--- config.mk ---
export PLATFORM = sky130hd
export DESIGN_NAME = dma_engine
export DESIGN_NICKNAME = d
export VERILOG_FILES = /design/src/source/cd_xfer_pkg.sv /design/src/source/dma_engine.sv
export SDC_FILE = /design/constraint.sdc
export NUM_CORES = 1
export LEC_CHECK = 0
export ABC_AREA = 0
export ABC_CLOCK_PERIOD_IN_PS = 2700
export BUFFER_PORTS_ARGS = -buffer_cell sky130_fd_sc_hd__clkbuf_2
export CORE_AREA = 8 8 102 127
export DETAILED_ROUTE_END_ITERATION = 7
export DIE_AREA = 0 0 110 135
export PLACE_DENSITY = 0.76
export RECOVER_POWER = 50
export SYNTH_ARGS = -nofsm -noshare
export SYNTH_HDL_FRONTEND = slang
export SYNTH_SLANG_ARGS = --single-unit
--- constraint.sdc ---
create_clock -name clk_sys -period 2.7 [get_ports clk_sys]
set_clock_uncertainty 0.15 [all_clocks]
set_input_delay 0.405 -clock clk_sys [delete_from_list [all_inputs] [get_ports clk_sys]]
set_output_delay 0.405 -clock clk_sys [all_outputs]
set_load 0.005 [all_outputs]
--- src/source/cd_xfer_pkg.sv ---
/* Constants and types shared by the CD sector transfer blocks
   Referenced by scoped names from every RTL file */
package cd_xfer_pkg;

	// ==============================
	// Data path geometry
	// ==============================
	localparam int WORD_W = 16;
	localparam int ADDR_W = 24;		// Byte address into system memory
	localparam int SECTOR_WORDS = 1024;
	localparam int STREAM_IDX_W = 11;
	localparam int CACHE_IDX_W = 10;
	localparam int HOST_ADR_W = 9;

	// Word positions inside the drive stream
	localparam logic [STREAM_IDX_W-1:0] HEADER_WORD_LO = 11'd6;
	localparam logic [STREAM_IDX_W-1:0] HEADER_WORD_HI = 11'd7;
	localparam logic [STREAM_IDX_W-1:0] DATA_WORD_FIRST = 11'd8;
	localparam logic [CACHE_IDX_W-1:0] CACHE_IDX_LAST = CACHE_IDX_W'(SECTOR_WORDS - 1);

	// ==============================
	// Host register map
	// ==============================
	localparam logic [HOST_ADR_W-1:0] REG_HEADER_LO = 9'h010;
	localparam logic [HOST_ADR_W-1:0] REG_HEADER_HI = 9'h012;
	localparam logic [HOST_ADR_W-1:0] REG_CTRL = 9'h060;
	localparam logic [HOST_ADR_W-1:0] REG_STATUS = 9'h062;	// Bit 0 busy, bit 1 sector ready
	localparam logic [HOST_ADR_W-1:0] REG_ADDR_A_HI = 9'h064;
	localparam logic [HOST_ADR_W-1:0] REG_ADDR_A_LO = 9'h066;
	localparam logic [HOST_ADR_W-1:0] REG_VALUE_HI = 9'h06C;
	localparam logic [HOST_ADR_W-1:0] REG_COUNT_HI = 9'h070;
	localparam logic [HOST_ADR_W-1:0] REG_COUNT_LO = 9'h072;
	localparam logic [HOST_ADR_W-1:0] REG_UCODE0 = 9'h07E;

	localparam int CTRL_START_BIT = 6;

	// ==============================
	// DMA microcode and modes
	// ==============================
	localparam logic [WORD_W-1:0] UCODE_CD_WORD_A = 16'hFF89;
	localparam logic [WORD_W-1:0] UCODE_CD_WORD_B = 16'hFFC5;
	localparam logic [WORD_W-1:0] UCODE_CD_BYTE = 16'hFC2D;
	localparam logic [WORD_W-1:0] UCODE_FILL_A = 16'hFFCD;
	localparam logic [WORD_W-1:0] UCODE_FILL_B = 16'hFFDD;

	typedef enum logic [2:0]
	{
		DMA_NONE = 3'd0,
		DMA_CD_WORD = 3'd1,		// Cache words straight to memory
		DMA_CD_BYTE = 3'd2,		// Swapped word, then the word itself
		DMA_FILL = 3'd3
	} dma_mode_t;

endpackage
--- src/source/dma_engine.sv ---
/* DMA engine. Copies the read bank of the sector cache into system memory
   or fills memory with a constant, writing through a Wishbone master */
`timescale 1ns/10ps

module dma_engine
(
	input  logic clk_sys,
	input  logic nRESET,
	input  logic dma_start,
	input  cd_xfer_pkg::dma_mode_t dma_mode,
	input  logic [cd_xfer_pkg::ADDR_W-1:0] addr_a,
	input  logic [cd_xfer_pkg::WORD_W-1:0] fill_value,
	input  logic [31:0] count,
	input  logic [cd_xfer_pkg::WORD_W-1:0] rd_data,
	input  logic mem_ack,
	output logic dma_busy,
	output logic [cd_xfer_pkg::CACHE_IDX_W-1:0] rd_idx,
	output logic rd_release,
	output logic mem_cyc,
	output logic mem_stb,
	output logic mem_we,
	output logic [cd_xfer_pkg::ADDR_W-1:0] mem_adr,
	output logic [cd_xfer_pkg::WORD_W-1:0] mem_dat_w,
	output logic [1:0] mem_sel
);

	typedef enum logic [2:0]
	{
		ST_IDLE,
		ST_CHECK,	// Units left?
		ST_RD,		// Cache word arrives
		ST_WR,		// Bus cycle open until ack
		ST_GAP,		// Bus idle between the two byte copy writes
		ST_NEXT
	} dma_state_t;

	dma_state_t state;
	cd_xfer_pkg::dma_mode_t mode;
	logic [31:0] remaining;
	logic bus_req;
	logic second;		// Second write of a byte copy unit done
	logic cache_mode;

	assign cache_mode = (mode == cd_xfer_pkg::DMA_CD_WORD) || (mode == cd_xfer_pkg::DMA_CD_BYTE);

	assign mem_cyc = bus_req;
	assign mem_stb = bus_req;
	assign mem_we = 1'b1;
	assign mem_sel = 2'b11;

	// ==============================
	// Control FSM
	// ==============================
	always_ff @(posedge clk_sys or negedge nRESET)
	begin
		if (!nRESET)
		begin
			state <= ST_IDLE;
			mode <= cd_xfer_pkg::DMA_NONE;
			dma_busy <= 1'b0;
			bus_req <= 1'b0;
			rd_release <= 1'b0;
			second <= 1'b0;
		end
		else
		begin
			rd_release <= 1'b0;
			case (state)
				ST_IDLE:
					if (dma_start)
					begin
						mode <= dma_mode;
						dma_busy <= 1'b1;
						state <= ST_CHECK;
					end
				ST_CHECK:
					if (remaining == 32'd0)
					begin
						dma_busy <= 1'b0;
						rd_release <= cache_mode;	// Hand the bank back
						state <= ST_IDLE;
					end
					else if (cache_mode)
						state <= ST_RD;
					else
					begin
						bus_req <= 1'b1;	// Fill goes straight to the bus
						state <= ST_WR;
					end
				ST_RD:
				begin
					second <= 1'b0;
					bus_req <= 1'b1;
					state <= ST_WR;
				end
				ST_WR:
					if (mem_ack)
					begin
						bus_req <= 1'b0;
						if (mode == cd_xfer_pkg::DMA_CD_BYTE && !second)
						begin
							second <= 1'b1;
							state <= ST_GAP;
						end
						else
							state <= ST_NEXT;
					end
				ST_GAP:
				begin
					bus_req <= 1'b1;
					state <= ST_WR;
				end
				ST_NEXT: state <= ST_CHECK;
				default: state <= ST_IDLE;
			endcase
		end
	end

	// Address, data and counters
	always_ff @(posedge clk_sys)
	begin
		case (state)
			ST_IDLE:
				if (dma_start)
				begin
					mem_adr <= addr_a;
					mem_dat_w <= fill_value;	// Stays put for the whole fill
					remaining <= count;
					rd_idx <= '0;
				end
			ST_RD:
				if (mode == cd_xfer_pkg::DMA_CD_BYTE)
					mem_dat_w <= {rd_data[7:0], rd_data[15:8]};
				else
					mem_dat_w <= rd_data;
			ST_WR:
				if (mem_ack)
					mem_adr <= mem_adr + 24'd2;
			ST_GAP:
				mem_dat_w <= {mem_dat_w[7:0], mem_dat_w[15:8]};	// Back to the word as read
			ST_NEXT:
			begin
				remaining <= remaining - 32'd1;
				rd_idx <= rd_idx + 1'b1;
			end
			default: ;
		endcase
	end

endmodule

== Yosys cells after proc, flatten, opt, wreduce, memory -nomap -nowiden ==
Cells that the tools add are included.
Cells by class
  add/sub/neg operators: 3
  mux-type cells: 28
  equality and inequality tests: 13
  reductions and logical operators: 20
Operator list (count)
  32-bit one-hot mux with 2 select lines: 1
  24-bit 2-to-1 mux: 2
  16-bit one-hot mux with 3 select lines: 1
  24-bit one-hot mux with 2 select lines: 1
  32-bit logical NOT: 1
  16-bit 2-to-1 mux: 2
  32-bit 2-to-1 mux: 1
  32-bit by 1-bit subtractor with 32-bit output (second input constant): 1
  24-bit by 2-bit adder with 24-bit output (second input constant): 1
  10-bit one-hot mux with 2 select lines: 1
  3-bit one-hot mux with 5 select lines: 1
  2-bit != test (second input constant): 6
  1-bit 2-to-1 mux: 11
  10-bit by 1-bit adder with 10-bit output (second input constant): 1
  10-bit 2-to-1 mux: 1
  3-bit by 2-bit equality test with 1-bit output (second input constant): 3
  3-bit AND reduction: 3
  2-bit AND reduction: 4
  2-bit nonzero test: 4
  3-bit by 1-bit equality test with 1-bit output (second input constant): 2
  3-bit equality test (second input constant): 2
  3-bit 2-to-1 mux: 2
  3-bit nonzero test: 2
  1-bit one-hot mux with 2 select lines: 2
  other kinds (8): 8
Storage, ports and cells
  register bits: 92
  input port bits: 95
  logic and storage cells: 74

== Logic depth before layout (Yosys ltp) ==
  word-level depth: 5
  gate-level depth with buffers: 7

== Least setup slack after synthesis ==
Ideal clock, no wire load.
  path kind: reg2reg
  start point: register state[0]
  end point: register rd_idx[0] (netlist name), enable pin
  buffers on the path: 2
  required time: 2.169 ns
  arrival time: 1.867 ns
  slack: 0.302 ns
  setup time: 0.381 ns
  period minus slack after synthesis: 2.398 ns
  stages on the path, launching flop included: 6
  cells stage by stage: dfrtp_1 clkbuf_1 inv_1 clkbuf_1 nor2_1 or2_2
On the way
  cells in the longest elaborated chain, start to end: 3
  elaborated cells on any way between the ends: 5
  classes of those cells: eq/ne: 2; reduce/logical: 3
Ends and longest elaborated chain
  from (decl): RTL line dma_engine.sv:37  | dma_state_t state;
  from (signal assigned): RTL line dma_engine.sv:58  | state <= ST_IDLE;
  from (signal assigned): RTL line dma_engine.sv:74  | state <= ST_CHECK;
  from (signal assigned): RTL line dma_engine.sv:81  | state <= ST_IDLE;
  3-bit equality test or 3-bit logical NOT (tied branches): RTL line dma_engine.sv:122  | case (state)
  2-bit nonzero test (no source line) or 2-bit != test (tied branches)
  2-bit AND reduction (no source line) (*)
  to (signal assigned): RTL line dma_engine.sv:144  | rd_idx <= rd_idx + 1'b1;
  to (decl): RTL line dma_engine.sv:17  | output logic [cd_xfer_pkg::CACHE_IDX_W-1:0] rd_idx,
Every way passes the cells marked *; elsewhere a longest branch is shown, timed or not.
A chain may end at the register's enable or synchronous reset.

== Worst setup path in the final report ==
  start point: register remaining[6]
  end point: register remaining[25], data pin
On the way
  cells in the longest elaborated chain, start to end: 2
Ends and longest elaborated chain
  from (decl): RTL line dma_engine.sv:39  | logic [31:0] remaining;
  from (signal assigned): RTL line dma_engine.sv:128  | remaining <= count;
  from (signal assigned): RTL line dma_engine.sv:143  | remaining <= remaining - 32'd1;
  32-bit by 1-bit subtractor with 32-bit output: RTL line dma_engine.sv:143
  32-bit one-hot mux with 2 select lines: RTL line dma_engine.sv:122
No other way between the ends.

==> impl_metrics.ini <==
[synthesis]
synthArstFlopShare_pct = 10.9
synth_cells = 549
avgSynthCellArea_um2 = 9.67
synth_ff_type = edfxtp_1
synth-edff-count = 82
syn-cell-area_um2 = 5310
seq_area_frac_synth_pct = 51.1
ys_types = 49
synth_warnings = 0
synth_seq_cells = 92

[floorplan]
die_h_um = 135
rows = 43
coreArea_um2 = 10900
die_area_um2 = 14900
ioPinCount = 152
start_util_pct = 48.6
fp.dieW_um = 110

[clocking]
cts_resized = 0
postCtsSetupBuffers = 0
clkSlewWorstSetupHoldPaths_ps = 60
h-tree-depth = 3
cts-root-buf = clkbuf_16
clock_sinks = 92
numCtsBuffers = 9
cts_buffer_depth = 2
clk_latency_ps = 330
cts_tree = done
cts_hold_buf = 1

[grt]
first_global_vias = 4548
grt_pass1_wl_mm = 22.1
antenna_found_initial = 0
grt_start_max_net_pins = 47
grt-ovfl-total = 0
grt_usage_pct = 18.4

[pwr]
peakVddDrop_mv = 0.398
leakagePower_nw = 2.51
p_per_area_nw_per_um2 = 912

[sta]
slew_violations = 0
worst_pin_slew_ps = 916
rsz0062_at_grt = no
report.final.setup_viol = 0
hold_viol = 0
fin_crit_sh_pct = 88.6
finalCriticalPeriod_ps = 2390
worst_slack_ps = 309
tns_ps = 0
fmax_mhz = 418
relSlewSlack_pct = 38.9

[outcome]
status = finished, final reports clean

[routing]
dr.pass1.iters = 5
drc = 0
finalWirelength_mm = 13.7
drtAntennaViolNets = 0
routedWlPerCell_um = 16.4
vias = 4599
viasPerCell = 5.52
drt_iter0_drc = 279

[final_layout]
area_delta_synth_final_pct = 21.0
multi_input_comb_area_um2 = 2460
register_area_um2 = 2710
diodes = 0
drive_gt1_share_pct = 23.4
final_common_cell = clkbuf_2
mostFrequentLayoutCells = clkbuf_2 (121), nand2_1 (97), edfxtp_1 (82), o21ai_0 (62), nor2_1 (44)
n_fill_cell = 982
final_nets = 791

[place]
dp_slack_ps = 334
io_buffer_count = 148
place.gp.congestion = 0.871
dp_hpwl_mm = 10.3

[critical_path]
required_ps = 2620
critPathKind = reg2reg
crit_fanout = 5
end_kind = flop
worst_ep_arrival_time_ps = 2320
cp-start-kind = flop

[hold_path]
hp-class = in2reg

[flow_run]
maxCapViolCount = 0
-- cell type report --
| cell class | instances | area share (%) |
|---|---|---|
| Multi-Input combinational cell | 423 | 38.4 |
| Sequential cell | 92 | 42.2 |
| Clock buffer | 14 | 3.80 |
| Timing Repair Buffer | 161 | 12.5 |
| Tap cell | 135 | 2.63 |
| Clock inverter | 2 | 0.175 |
| Inverter | 6 | 0.351 |
-- final timing paths --
kind	startpoint	to	slack, ps	cells past startpoint
setup / recovery	remaining[6]	remaining[25]	310	5
hold / removal	dma_mode[0]	mode[0]	160	2
setup reg to reg	remaining[6]	remaining[25]	310	5
hold reg to reg	second	second	380	2
max in group asynchronous	nRESET	state[0]	1580	2
min in group asynchronous	nRESET	mode[2]	430	2
-- report_power, final --
group,total (mW),switching (mW),internal [mW]
Clock,1.12,0.494,0.623
Sequential,2.68,0.450,2.23
Combinational,2.06,1.26,0.804
-- routing by layer --
layer  GRT usage, %  share of wire (%)  up-vias
met4           5.42                1.7        0
met2           30.7                 49      164
met5              0                  0        -
met1           23.3                 42     2159
li1               -                  -     2259
met3           3.77                7.1       17
-- worst max-delay path, stage by stage, from the launching register on --
cell and delay (ps):
edfxtp_1 460, or4_4 610, nor4_2 520, nand3b_1 160, xor2_1 160, o21ai_1 70
-- synthesized netlist by cell type, types with 6 or more instances --
master	count	area, µm²
o21ai_1	6	30.0
nor3_1	15	75.1
xnor2_1	25	219
nand2_1	97	364
xor2_1	29	254
edfxtp_1	82	2460
nor2_1	44	165
clkbuf_1	26	97.6
and3_1	11	68.8
o21ai_0	62	310
dfrtp_1	10	250
or4_1	7	52.6
inv_1	6	22.5
a31oi_1	6	37.5
a21oi_1	21	105
nand3_1	37	185
-- cell families (layout without fill, tap and decap cells) --
group	Yosys count	count (layout)	synth area share, %
multiplexers	4	4	0.848
XOR/XNOR	54	54	8.91
buffers and inverters	36	183	2.83
adder cells (fa/ha/maj)	3	3	0.707
flip-flops	92	92	51.1
AND/OR/NAND/NOR	253	253	24.8
AO/OA/AOI/OAI	106	106	10.7
other	1	3	0.0706
-- state kept, by name, indices dropped and copies added, names as in the netlist --
name	flops
mem_adr	24
remaining	32
mode	3
mem_cyc	1
rd_idx	10
second	1
state	3
mem_dat_w	16
rd_release	1
dma_busy	1
-- stage by stage --
stage	hold slack [ps]	instance area, µm²	utilization, %	cells	power, mW
final	165	6420	58.8	833	5.86
after global routing	158	6420	58.8	833	6.27
after CTS	162	6480	59.3	833	5.96
after detailed placement	138	6210	56.9	816	4.82
after global placement	134	6210	56.9	816	4.73
after floorplan	-40.6	5320	-	551	3.97
(Power assumes the default switching activity.)
