## src/source/cd_xfer_pkg.sv

```systemverilog
/* Constants and types shared by the CD sector transfer blocks
   Referenced by scoped names from every RTL file */
package cd_xfer_pkg;

	// ==============================
	// Data path geometry
	// ==============================
	localparam int WORD_W = 16;
	localparam int ADDR_W = 24;		// Byte address into system memory
	localparam int SECTOR_WORDS = 1024;
	localparam int STREAM_IDX_W = 11;
	localparam int CACHE_IDX_W = 10;
	localparam int HOST_ADR_W = 9;

	// Word positions inside the drive stream
	localparam logic [STREAM_IDX_W-1:0] HEADER_WORD_LO = 11'd6;
	localparam logic [STREAM_IDX_W-1:0] HEADER_WORD_HI = 11'd7;
	localparam logic [STREAM_IDX_W-1:0] DATA_WORD_FIRST = 11'd8;
	localparam logic [CACHE_IDX_W-1:0] CACHE_IDX_LAST = CACHE_IDX_W'(SECTOR_WORDS - 1);

	// ==============================
	// Host register map
	// ==============================
	localparam logic [HOST_ADR_W-1:0] REG_HEADER_LO = 9'h010;
	localparam logic [HOST_ADR_W-1:0] REG_HEADER_HI = 9'h012;
	localparam logic [HOST_ADR_W-1:0] REG_CTRL = 9'h060;
	localparam logic [HOST_ADR_W-1:0] REG_STATUS = 9'h062;	// Bit 0 busy, bit 1 sector ready
	localparam logic [HOST_ADR_W-1:0] REG_ADDR_A_HI = 9'h064;
	localparam logic [HOST_ADR_W-1:0] REG_ADDR_A_LO = 9'h066;
	localparam logic [HOST_ADR_W-1:0] REG_VALUE_HI = 9'h06C;
	localparam logic [HOST_ADR_W-1:0] REG_COUNT_HI = 9'h070;
	localparam logic [HOST_ADR_W-1:0] REG_COUNT_LO = 9'h072;
	localparam logic [HOST_ADR_W-1:0] REG_UCODE0 = 9'h07E;

	localparam int CTRL_START_BIT = 6;

	// ==============================
	// DMA microcode and modes
	// ==============================
	localparam logic [WORD_W-1:0] UCODE_CD_WORD_A = 16'hFF89;
	localparam logic [WORD_W-1:0] UCODE_CD_WORD_B = 16'hFFC5;
	localparam logic [WORD_W-1:0] UCODE_CD_BYTE = 16'hFC2D;
	localparam logic [WORD_W-1:0] UCODE_FILL_A = 16'hFFCD;
	localparam logic [WORD_W-1:0] UCODE_FILL_B = 16'hFFDD;

	typedef enum logic [2:0]
	{
		DMA_NONE = 3'd0,
		DMA_CD_WORD = 3'd1,		// Cache words straight to memory
		DMA_CD_BYTE = 3'd2,		// Swapped word, then the word itself
		DMA_FILL = 3'd3
	} dma_mode_t;

endpackage
```

## src/source/sector_loader.sv

```systemverilog
/* Sector stream loader. Picks the header out of the drive word stream and
   writes the data words of one sector into the free cache bank */
`timescale 1ns/10ps

module sector_loader
(
	input  logic clk_sys,
	input  logic nRESET,
	input  logic sector_download,
	input  logic sector_wr,
	input  logic [cd_xfer_pkg::STREAM_IDX_W-1:0] sector_idx,
	input  logic [cd_xfer_pkg::WORD_W-1:0] sector_data,
	input  logic wr_bank_free,
	output logic cache_wr,
	output logic [cd_xfer_pkg::CACHE_IDX_W-1:0] cache_wr_idx,
	output logic [cd_xfer_pkg::WORD_W-1:0] cache_wr_data,
	output logic header_wr,
	output logic [cd_xfer_pkg::WORD_W-1:0] header_lo,
	output logic [cd_xfer_pkg::WORD_W-1:0] header_hi,
	output logic load_done
);

	typedef enum logic [1:0] {ST_IDLE, ST_HDR_HI, ST_DATA, ST_DONE} load_state_t;

	load_state_t state;
	logic [cd_xfer_pkg::STREAM_IDX_W-1:0] data_idx;
	logic hdr_lo_hit;
	logic hdr_hi_hit;
	logic data_hit;
	logic last_hit;

	assign data_idx = sector_idx - cd_xfer_pkg::DATA_WORD_FIRST;
	assign hdr_lo_hit = sector_download & sector_wr & (sector_idx == cd_xfer_pkg::HEADER_WORD_LO);
	assign hdr_hi_hit = sector_wr & (sector_idx == cd_xfer_pkg::HEADER_WORD_HI);

	// Top bit set means below the first data word or past the last one
	assign data_hit = sector_wr & ~data_idx[cd_xfer_pkg::STREAM_IDX_W-1];
	assign last_hit = data_hit & (data_idx[cd_xfer_pkg::CACHE_IDX_W-1:0] == cd_xfer_pkg::CACHE_IDX_LAST);

	always_ff @(posedge clk_sys or negedge nRESET)
	begin
		if (!nRESET)
		begin
			state <= ST_IDLE;
			cache_wr <= 1'b0;
			header_wr <= 1'b0;
			load_done <= 1'b0;
		end
		else
		begin
			cache_wr <= 1'b0;
			header_wr <= 1'b0;
			load_done <= 1'b0;
			case (state)
				ST_IDLE:
					if (hdr_lo_hit && wr_bank_free)
						state <= ST_HDR_HI;
				ST_HDR_HI:
					if (!sector_download)
						state <= ST_DONE;	// Cut short
					else if (hdr_hi_hit)
					begin
						header_wr <= 1'b1;
						state <= ST_DATA;
					end
				ST_DATA:
					if (!sector_download)
						state <= ST_DONE;	// Bank is closed with what it holds
					else
					begin
						cache_wr <= data_hit;
						if (last_hit)
							state <= ST_DONE;
					end
				ST_DONE:
				begin
					load_done <= 1'b1;
					state <= ST_IDLE;
				end
				default: state <= ST_IDLE;
			endcase
		end
	end

	// Header words and the word going to the cache
	always_ff @(posedge clk_sys)
	begin
		if (state == ST_IDLE && hdr_lo_hit)
			header_lo <= sector_data;
		if (state == ST_HDR_HI && hdr_hi_hit)
			header_hi <= sector_data;
		if (data_hit)
		begin
			cache_wr_idx <= data_idx[cd_xfer_pkg::CACHE_IDX_W-1:0];
			cache_wr_data <= sector_data;
		end
	end

endmodule

```

## config.mk

```make
export PLATFORM = sky130hd
export DESIGN_NAME = sector_loader
export DESIGN_NICKNAME = d
export VERILOG_FILES = /design/src/source/cd_xfer_pkg.sv /design/src/source/sector_loader.sv
export SDC_FILE = /design/constraint.sdc
export NUM_CORES = 1
export LEC_CHECK = 0
export ABC_AREA = 1
export BUFFER_PORTS_ARGS = -buffer_cell sky130_fd_sc_hd__buf_4
export CORE_MARGIN = 5
export CORE_UTILIZATION = 40
export DETAILED_ROUTE_END_ITERATION = 8
export PLACE_DENSITY_LB_ADDON = 0.15
export SYNTH_ARGS = -nofsm -noshare
export SYNTH_HDL_FRONTEND = slang
export SYNTH_SLANG_ARGS = --single-unit
```

## constraint.sdc

```tcl
create_clock -name clk_sys -period 4.2 [get_ports clk_sys]
set_input_delay 1.26 -clock clk_sys [delete_from_list [all_inputs] [get_ports clk_sys]]
set_output_delay 1.26 -clock clk_sys [all_outputs]
set_load 0.02 [all_outputs]
```

Yosys cells after proc, flatten, opt, wreduce, memory -nomap -nowiden
Cells that the tools add are included. Widths: inputs -> output; s select.

Bitwise operators: 6. Muxes and demuxes: 12. Reduce and logical (&&, ||, !) cells: 5. Equal/unequal tests: 9. Add/sub/neg operators: 1.

Operators by type and width (number): $eq 11x3->1 const B (2); $sub 11x4->11 const B (1); $eq 10x10->1 const B (1); $mux 2 (5); $pmux 2 s4 (1); $mux 1 (6); $ne 3x3->1 const B (2); $and 1x1->1 (5); $eq 2x2->1 const B (2); $logic_and 1x1->1 (3); $reduce_and 3->1 (1); $eq 2x1->1 const B (1); $logic_not 2->1 (1); $ne 2x2->1 const B (1); $not 1->1 (1).

Output and inout port bits: 61. Register bits: 63.

Longest topological paths before layout
Gate-level depths: netlist (run 1).

Word-level depth: 7. Depth in mapped cells: 13.

Least setup slack after synthesis (run 1)
OpenSTA, ideal clock, no wires.

Path type: input port to flip-flop. From: in sector_idx[5] (netlist bit). To: reg header_lo[0] (netlist bit) (enable). Setup time: 436 ps. Cell stages on the path: 5. Arrival: 3416 ps. Slack: 347 ps. Path through: nor2_4 > nand2_4 > nor2_4 > nand3_1 > nor4b_1.

Cells in the longest elaborated chain, start to end: 3.

RTL lines: start, declared (RTL line sector_loader.sv:11) `input logic [cd_xfer_pkg::STREAM_IDX_W-1:0] sector_idx,`; $eq 11x3->1 (RTL line sector_loader.sv:33) `assign hdr_lo_hit = sector_download & sector_wr & (sector_idx == cd_xfer_pkg::HEADER_WORD_LO);`; $and 1x1->1 (RTL line sector_loader.sv:33); $logic_and 1x1->1 (RTL line sector_loader.sv:88) `if (state == ST_IDLE && hdr_lo_hit)`; end signal, assigned (RTL line sector_loader.sv:89) `header_lo <= sector_data;`; end, declared (RTL line sector_loader.sv:18) `output logic [cd_xfer_pkg::WORD_W-1:0] header_lo,`.

Every way passes these cells. A chain may end at the register's enable or synchronous reset.

Worst setup path after layout (run 1)
From: in sector_idx[5] (netlist bit). To: reg cache_wr_data[1] (netlist bit) (enable).

Cells in the longest elaborated chain, start to end: 3.

RTL lines: $sub 11x4->11 (RTL line sector_loader.sv:32) `assign data_idx = sector_idx - cd_xfer_pkg::DATA_WORD_FIRST;`; $not 1->1 (RTL line sector_loader.sv:37) `assign data_hit = sector_wr & ~data_idx[cd_xfer_pkg::STREAM_IDX_W-1];`; $and 1x1->1 (RTL line sector_loader.sv:37); net data_hit (RTL line sector_loader.sv:29) `logic data_hit;`; end signal, assigned (RTL line sector_loader.sv:95) `cache_wr_data <= sector_data;`; end, declared (RTL line sector_loader.sv:16) `output logic [cd_xfer_pkg::WORD_W-1:0] cache_wr_data,`.

The timed path passes the listed nets, and every way through them passes these cells.

==> key figures, run 1 <==
Final layout
  – Post-route cell area: approximately 0.0033 mm^2
  – Storage cell area: about 0.0019 mm^2
  – Proportion of layout cells with a drive suffix above 1: 51.7%
  – Nets: about 300
  – Area occupied by multi-input gates: about 460 um^2
  – Ant. Diodes: 0
  – Fill cells: 506
  – P&R area growth vs syn: 41.3%
  – Fin util: 57.2%

Logic synthesis
  – Most frequent cell after synthesis: edfxtp_1
  – Leading area contributor after synthesis: edfxtp_1
  – Mapped Area: between 0.002 and 0.0025 mm^2
  – Yosys cell types: 22
  – Top FF cell, synth: edfxtp_1
  – Syn. warnings: 0
  – Top cells by count, synth: edfxtp_1 (58), nand2_1 (21), inv_1 (12)
  – Synthesis-stage register bit count: 63
  – Async S/R FF share, synth: under 10%
  – Post-synth EDFFs: 58
  – Post-synthesis net count: approximately 190
  – Sequential area share after synthesis: approximately four fifths
  – Synth top area cells: edfxtp_1 (73%), dfrtp_1 (5.3%), nand2_1 (3.3%)
  – Share of the synthesized area in the top cell type: 73.5%
  – Mean Syn Cell Area: about 16 um^2
  – Gate Count Post-Synth: 148

Pwr
  – Peak supply drop: roughly 0.22 mV
  – Pwr/cell area: 415 mW/mm^2
  – Pleak: ~1.4 nW
  – Tot Pwr: 1.39 mW

Place
  – Gpl congestion: approximately 0.77
  – Hpwl dp: ~3.7 mm
  – Area after DPL: 0.00318 mm^2
  – Buffers on Ports: just over 90

Die
  – Row Count: 28
  – Core Box Area: ~0.0059 mm^2
  – Initial Util: 40.5%
  – I/O Pins: just over 90
  – Die height: between 80 and 90 um
  – Die area: 0.00756 mm^2
  – Die Span X: between 80 and 90 um

Critical path
  – Worst Setup Path Type: in -> reg
  – WP data required: ~4.2 ns
  – CP arrival: around 2.7 ns
  – Worst Setup Start Kind: input port
  – CP Max Fanout: 14
  – Worst Setup End Kind: flop

Detailed routing
  – Initial detailed-routing violation count: 76
  – Detailed-route wire length per cell: roughly 14 um
  – Total Wirelength: around 4.8 mm
  – First drt pass iteration count: 4
  – Routed vias/inst: ~4.5
  – Residual DRC: 0
  – Number of nets with antenna violations after routing: 0
  – Vias: roughly 1500

Timing
  – Fmax: approximately 370 MHz
  – Worst Skew: roughly 0.0072 ns
  – Worst Hold Slack: about 0.55 ns
  – Pins Over Slew Limit: 0
  – Min Tclk post-route: about 2.7 ns
  – Final hold vios: 0
  – Relative slew slack: a little over half
  – Sum of negative setup slack: 0 ns
  – Ratio of final minimum period to clock period: 63.9%
  – Actual slew at the worst max-slew pin: around 0.7 ns
  – RSZ-0062 raised after global routing: false
  – Endpoints failing setup: 0

Global route
  – Initial antenna violation count: 0
  – GRT overflow: 0
  – Vias in the first global route: between 1500 and 2000
  – First-pass GRT wire length: between 7 and 8 mm
  – Global-route usage over all layers: a little over an eighth
  – Largest net degree at the start of global routing: 17

Worst hold path
  – HP Class: reg -> reg

Clock tree
  – Worst-path clk slew: about 0.070 ns
  – Root Driver: clkbuf_8
  – Hold buffers post-CTS: 0
  – CTS max path bufs: 2
  – Setup bufs post-CTS: 0
  – H-Tree Depth: 3
  – Post_cts resized: 0
  – Clock Sinks: 63
  – Clock latency on the worst-skew pair: roughly 0.32 ns
  – CTS Buf Count: 9
  – CTS tree: built

Status
  – Status: finished, final reports clean

Flow run
  – Max-cap violations: 0
-- metal layers --
layer / GRT usage (%) / up-vias / part of all wire, %
li1: - / 737 / -
met1: 16.2 / 705 / 40
met2: 22.4 / 63 / 51
met3: 5.68 / 2 / 7.9
met4: 5.10 / 0 / 0.50
met5: 0 / - / 0
-- logic make-up after synthesis --
family / Yosys count / share of synthesized area, %
AOI/OAI and AO/OA: 3 / 0.898
adders and majority gates: 6 / 3.17
buffers and inverters: 14 / 2.22
DFF: 63 / 78.8
and+or+nand+nor: 62 / 14.9
-- cells in the final DEF, fill, tap and decap left out --
cell         n
a21oi_1      1
clkinv_2     3
inv_2        2
inv_1       12
nand2_4      1
nand2_1     21
nand3_1      9
clkinvlp_4   3
edfxtp_1    58
nor3_1       2
nor3b_1      1
o31ai_1      1
clkbuf_1     1
ha_1         6
nand2_2      8
nor4b_2      1
a21oi_2      1
nand3_2      2
nor2_2       4
nand4_2      1
clkbuf_8     9
buf_4       95
nor2_1       4
nand4_1      3
dfrtp_1      5
nor2_4       4
and2_1       1
-- state kept, by name, summed over array words and instances (netlist names) --
name           count
state              2
cache_wr_idx      10
load_done          1
header_hi         16
cache_wr           1
header_lo         16
header_wr          1
cache_wr_data     16
-- report_power, final --
| group | internal (mW) | switching (mW) | leakage [nW] | total (mW) |
|---|---|---|---|---|
| combinational | 0.0946 | 0.131 | 0.715 | 0.225 |
| sequential | 0.721 | 0.0200 | 0.597 | 0.741 |
| clock | 0.210 | 0.212 | 0.0781 | 0.422 |
| total | 1.03 | 0.363 | 1.39 | 1.39 |
-- worst max-delay path: stages --
cell	delay [ns]
buf_4	0.13
nor2_4	0.17
nand2_4	0.08
nor2_2	0.09
a21oi_2	0.07
nor2_2	0.53
buf_4	0.35
-- per-stage QoR --
stage / worst slack [ns] / instances
floorplan: 0.347 / 148
global placement: 1.21 / 318
detailed placement: 1.13 / 318
CTS: 1.49 / 334
global route: 1.43 / 334
finish: 1.52 / 334
-- path summary, 6_finish.rpt --
path | start | depth (start not counted) | end | slack (ns)
max | sector_idx[5] | 7 | cache_wr_data[1] | 1.52
min | state[0] | 2 | state[0] | 0.55
max reg2reg | state[0] | 4 | header_lo[12] | 2.62
min reg2reg | state[0] | 2 | state[0] | 0.55
max in group asynchronous | nRESET | 1 | state[1] | 3.37
min in group asynchronous | nRESET | 1 | load_done | 0.72
-- area by class of cell --
type                       count  area share (%)
sequential                    63            55.8
timing repair buffer          95            21.3
tap                           75            2.80
multi-input combinational     71            13.6
clock buffer                  10            3.81
clock inverter                 6            1.12
inverter                      14            1.57
No activity file was read; power rests on OpenSTA's default activity.
==> inputs of run 2 (changes only) <==
clock period = 2.7 ns   (was 4.2 ns; I/O delays follow)
==> key figures, run 2 (synthesis results as in run 1) <==
Status
  – Status: finished, final reports clean

Pwr
  – Clock share of power: 33.8% (+3.4 points)
  – Pleak: 1.42 nW (+2.3%)
  – Pint: 1.70 mW (+66%)
  – Tot Pwr: 2.29 mW (+65%)
  – Pwr/cell area: 673 mW/mm^2 (+62%)
  – Psw: 0.587 mW (+62%)
  – Logic gate share of total power: 15.9% (-0.3 points)
  – Switching part of the total: 25.7% (-0.45 points)
  – Sequential group share of total power: 50.3% (-3.1 points)
  – Peak supply drop: 0.516 mV (+130%)

Die
  – Die height: 87.0 um (unchanged)
  – Initial Util: 40.5% (unchanged)
  – Die area: 0.00756 mm^2 (unchanged)
  – Die Span X: 87.0 um (unchanged)
  – I/O Pins: 93 (unchanged)
  – Core Box Area: 0.00585 mm^2 (unchanged)
  – Row Count: 28 (unchanged)

Clock tree
  – CTS Buf Count: 9 (unchanged)
  – Setup bufs post-CTS: 0 (unchanged)
  – CTS tree: built
  – Clock latency on the worst-skew pair: 0.32 ns (about the same)
  – Worst-path clk slew: 0.07 ns (about the same)
  – Post_cts resized: 0 (unchanged)
  – CTS max path bufs: 2 (unchanged)
  – Hold buffers post-CTS: 0 (unchanged)
  – Clock Sinks: 63 (unchanged)
  – H-Tree Depth: 3 (unchanged)
  – Root Driver: clkbuf_8

Critical path
  – Worst Setup Path Type: in -> reg
  – WP data required: 2.71 ns (-1.50 ns)
  – Worst Setup Start Kind: input port
  – FF-to-FF End: header_lo[15]
  – Worst Setup End Kind: flop
  – CP Launch Point: sector_idx[5]
  – FF-to-FF setup slack: 1.12 ns (-1.50 ns)
  – CP Max Fanout: 16 (+2)
  – Worst-case reg-to-reg path depth: 4 (unchanged)
  – CP cell instances: buf_4, nor2_4, nand2_4, nor2_4, nand3_1, nor4b_4, buf_4
  – CP arrival: 1.96 ns (-0.73 ns)
  – Crit path capture: header_lo[15]
  – Worst r2r src: state[0]
  – Worst path max stage delay: 0.29 ns (-0.24 ns)
  – Slowest-stage cell, CP: buf_4

Detailed routing
  – Number of nets with antenna violations after routing: 0 (unchanged)
  – Detailed-route wire length per cell: 14.5 um (+0.49%)
  – Total Wirelength: 4.87 mm (+0.79%)
  – First drt pass iteration count: 4 (unchanged)
  – Residual DRC: 0 (unchanged)
  – Vias: 1500 (-0.46%)
  – Routed vias/inst: 4.48 (-0.76%)
  – Initial detailed-routing violation count: 34 (-55%)

Final layout
  – P&R area growth vs syn: 43.3%
  – Most frequent cells in the layout: buf_4 (96), edfxtp_1 (58), nand2_1 (21), inv_1 (12)
  – Post-route cell area: 0.00340 mm^2 (+1.4%)
  – Fill cells: 504 (-0.40%)
  – Nets: 293 (+0.34%)
  – Largest registers: cache_wr_data: 16 flops, header_hi: 16 flops, header_lo: 16 flops
  – Proportion of layout cells with a drive suffix above 1: 52.3% (+0.57 points)
  – Commonest non-fill, non-tap cell in the layout: buf_4
  – Ant. Diodes: 0 (unchanged)
  – Non-filler cells, final: 335 (+0.30%)

Global route
  – First-pass GRT wire length: 7.72 mm (+1.7%)
  – Global-route usage over all layers: 13.9% (+0.24 points)
  – Vias in the first global route: 1541 (+0.72%)
  – Initial antenna violation count: 0 (unchanged)
  – GRT overflow: 0 (unchanged)
  – Largest net degree at the start of global routing: 17 (unchanged)

Worst hold path
  – HP Class: in -> async

Place
  – Gpl congestion: 0.831 (+7.5%)
  – Hpwl dp: 3.77 mm (+0.79%)
  – Placed cell count: 319 (+0.31%)
  – Buffers on Ports: 92 (unchanged)
  – Area after DPL: 0.00320 mm^2 (+0.51%)

Timing
  – Actual slew at the worst max-slew pin: 0.248 ns (-0.437 ns)
  – Ratio of final minimum period to clock period: around 72%
  – Pins Over Slew Limit: 0 (unchanged)
  – Final hold vios: 0 (unchanged)
  – Sum of negative setup slack: 0 ns (unchanged)
  – Relative slew slack: 83.4% (+29 points)
  – Fmax: roughly 500 MHz
  – Worst Skew: 0.00639 ns (-0.000805 ns)
  – Min Tclk post-route: ~1.9 ns
  – RSZ-0062 raised after global routing: false
  – Endpoints failing setup: 0 (unchanged)

Flow run
  – Max-cap violations: 0 (unchanged)
==> run 2: cell count changes in the layout (fill, tap and decap cells not counted), sizes merged <==
cell,change
buf,+1
bufinv,+1
clkbuf,-1
clkinvlp,-1
inv,+1
==> run 2: cell type report <==
type,count,area (um^2),share of cell area [%]
Timing Repair Buffer,96,721,21.2
Clock inverter,7,72.6,2.14
Inverter,14,52.6,1.55
Multi-Input combinational cell,71,465,13.7
Sequential cell,63,1870,55.0
Clock buffer,9,124,3.65
Tap cell,75,93.8,2.76
==> run 2: power by group through the flow <==
stage / Combinational (mW) / Sequential (mW) / Clock, mW
global placement: 0.357 / 1.17 / 0
detailed placement: 0.363 / 1.17 / 0
finish: 0.363 / 1.15 / 0.773
global route: 0.411 / 1.16 / 0.859
CTS: 0.368 / 1.15 / 0.806
floorplan: 0.167 / 1.21 / 0
==> run 2: per-layer routing <==
| metal | routed length [um] | vias up | track usage (%) | part of all wire (%) |
|---|---|---|---|---|
| li1 | - | 740 | - | - |
| met1 | 2010 | 686 | 17.1 | 41 |
| met2 | 2370 | 68 | 22.2 | 49 |
| met3 | 429 | 6 | 5.39 | 8.8 |
| met4 | 59 | 0 | 5.52 | 1.2 |
| met5 | 0 | - | 0 | 0 |
==> run 2: worst min path at each step <==
stage                endpoint
floorplan            state[0]
global route        load_done
detailed placement   state[0]
CTS                 load_done
global placement     state[0]
finish               state[0]
==> run 2: worst max-delay path: cells and delay by family <==
kind,cells,cell delay [ns]
buf+inv,2,0.42
simple gates,5,0.72
==> run 2: per-stage QoR <==
step	setup slack [ns]	hold WS [ns]	util, %
4_1_cts	0.764	0.249	58.0
5_1_grt	0.625	0.240	58.0
6_report	0.751	0.269	58.0
3_3_place_gp	0.446	0.545	54.7
2_1_floorplan	0.0757	0.493	-
3_5_place_dp	0.406	0.543	54.7
==> inputs of run 3 (changes only) <==
clock period = 1.9 ns   (was 2.7 ns; I/O delays follow)
==> key figures, run 3 (synthesis results as in run 1) <==
Critical path
  – FF-to-FF End: header_lo[2]
  – Worst Setup End Kind: flop
  – Worst r2r src: state[0]
  – WP data required: 1.94 ns (-0.77 ns)
  – CP Launch Point: sector_idx[4]
  – CP arrival: 1.65 ns (-0.31 ns)
  – Worst Setup Start Kind: input port
  – Worst Setup Path Type: in -> reg
  – CP Max Fanout: 16 (unchanged)
  – FF-to-FF setup slack: 0.38 ns (-0.74 ns)
  – Worst-case reg-to-reg path depth: 4 (unchanged)

Detailed routing
  – Max layer used: met4
  – Initial detailed-routing violation count: 43 (+26%)
  – Routed vias/inst: 4.49 (+0.18%)
  – Vias: 1552 (+3.5%)
  – Metal2 WL: 2.48 mm (+4.3%)
  – Detailed-route wire length per cell: 14.1 um (-3.2%)
  – Residual DRC: 0 (unchanged)
  – Number of nets with antenna violations after routing: 0 (unchanged)
  – First drt pass iteration count: 4 (unchanged)
  – Total Wirelength: 4.87 mm (about the same)
  – Met3 routed WL: 440 um (+2.6%)
  – WL met1: 1.88 mm (-6.3%)

Flow run
  – Max-cap violations: 0 (unchanged)

Place
  – Hpwl dp: 3.73 mm (-1.1%)
  – Gpl congestion: 0.791 (-4.8%)
  – Placed cell count: 330 (+3.4%)
  – Buffers on Ports: 92 (unchanged)

Clock tree
  – Post_cts resized: 0 (unchanged)
  – Setup bufs post-CTS: 0 (unchanged)
  – Worst-path clk slew: 0.06 ns (about the same)
  – CTS max path bufs: 2 (unchanged)
  – Clock latency on the worst-skew pair: 0.33 ns (about the same)
  – CTS Buf Count: 9 (unchanged)
  – H-Tree Depth: 3 (unchanged)
  – Root Driver: clkbuf_8
  – Hold buffers post-CTS: 0 (unchanged)
  – CTS tree: built
  – Clock Sinks: 63 (unchanged)

Timing
  – Final hold vios: 0 (unchanged)
  – Fmax: 620 MHz
  – Ratio of final minimum period to clock period: 84.9%
  – Actual slew at the worst max-slew pin: 0.256 ns (+0.00812 ns)
  – Endpoints failing setup: 0 (unchanged)
  – Min Tclk post-route: approximately 1.6 ns
  – Relative slew slack: 82.9% (-0.49 points)
  – Pins Over Slew Limit: 0 (unchanged)
  – RSZ-0062 raised after global routing: false
  – Worst Skew: 0.00335 ns (-0.00304 ns)

Global route
  – Global-route usage over all layers: 13.7% (-0.27 points)
  – GRT overflow: 0 (unchanged)
  – Initial antenna violation count: 0 (unchanged)
  – Vias in the first global route: 1522 (-1.2%)
  – First-pass GRT wire length: 7.49 mm (-3.0%)
  – Largest net degree at the start of global routing: 20 (+3)

Pwr
  – Clock share of power: 33.3% (-0.5 points)
  – Pleak: 1.48 nW (+4.3%)
  – Logic gate share of total power: 16.3% (+0.4 points)
  – Switching part of the total: 25.4% (-0.30 points)
  – Sequential group share of total power: 50.4% (about the same)
  – Pwr/cell area: 919 mW/mm^2 (+37%)
  – Peak supply drop: 0.700 mV (+36%)
  – Psw: 0.821 mW (+40%)
  – Pint: 2.41 mW (+42%)

Final layout
  – Most frequent cells in the layout: buf_4 (104), edfxtp_1 (58), nand2_1 (21), inv_1 (12), clkbuf_8 (9)
  – Fin util: 60.2% (+2.1 points)
  – P&R area growth vs syn: 48.5%
  – Commonest non-fill, non-tap cell in the layout: buf_4
  – Proportion of layout cells with a drive suffix above 1: 54.2% (+1.9 points)
  – Nets: 304 (+3.8%)
  – Ant. Diodes: 0 (unchanged)
  – Largest registers: cache_wr_data: 16 flops, header_hi: 16 flops, header_lo: 16 flops
  – Non-filler cells, final: 346 (+3.3%)

Die
  – Die area: 0.00756 mm^2 (unchanged)
  – Initial Util: 40.5% (unchanged)
  – Die height: 87.0 um (unchanged)
  – Die Span X: 87.0 um (unchanged)
  – Core Box Area: 0.00585 mm^2 (unchanged)
  – I/O Pins: 93 (unchanged)
  – Row Count: 28 (unchanged)

Worst hold path
  – HP Class: in -> async

Status
  – Status: finished, final reports clean
-- run 3: worst max path at each step --
stage | endpoint | slack [ns] | cells past startpoint
floorplan | header_lo[0] | -0.21 | 5
global placement | header_lo[6] | -0.04 | 7
detailed placement | header_lo[10] | -0.06 | 7
CTS | header_lo[3] | 0.29 | 7
global route | state[1] | 0.19 | 14
finish | header_lo[2] | 0.29 | 7
-- run 3: power by group through the flow --
stage | Sequential (mW) | Combinational, mW | Clock (mW)
floorplan | 1.72 | 0.246 | 0
global placement | 1.66 | 0.523 | 0
detailed placement | 1.66 | 0.532 | 0
CTS | 1.63 | 0.532 | 1.12
global route | 1.64 | 0.585 | 1.19
finish | 1.63 | 0.527 | 1.08
-- run 3: layout make-up --
type	instances	area, um^2
Clock inverter	7	63.8
Sequential cell	63	1870
Inverter	14	52.6
Clock buffer	9	124
Tap cell	75	93.8
Timing Repair Buffer	107	841
Multi-Input combinational cell	71	478
Fill cell	499	2330
-- run 3: per-stage QoR --
| step | power (mW) | setup TNS (ns) | instance area, um^2 | worst slack [ns] | hold slack [ns] |
|---|---|---|---|---|---|
| final | 3.24 | 0 | 3520 | 0.286 | 0.0290 |
| after floorplan | 1.97 | -3.33 | 2400 | -0.208 | 0.274 |
| after global placement | 2.19 | -0.642 | 3330 | -0.0404 | 0.372 |
| after detailed placement | 2.19 | -1.13 | 3330 | -0.0643 | 0.376 |
| after CTS | 3.28 | 0 | 3520 | 0.292 | 0.0125 |
| after global routing | 3.42 | 0 | 3520 | 0.193 | 0.00405 |
-- run 3: metal layers --
layer	track usage (%)	up-vias
met2	22.7	66
met3	5.39	9
met5	0	-
li1	-	765
met1	15.3	712
met4	6.52	0
-- run 3: critical path, cell delays in order --
cell,delay [ns]
buf_4,0.12
nor2_4,0.17
nand2_4,0.07
nor2_4,0.12
nand3_2,0.10
nor4b_4,0.31
buf_12,0.19
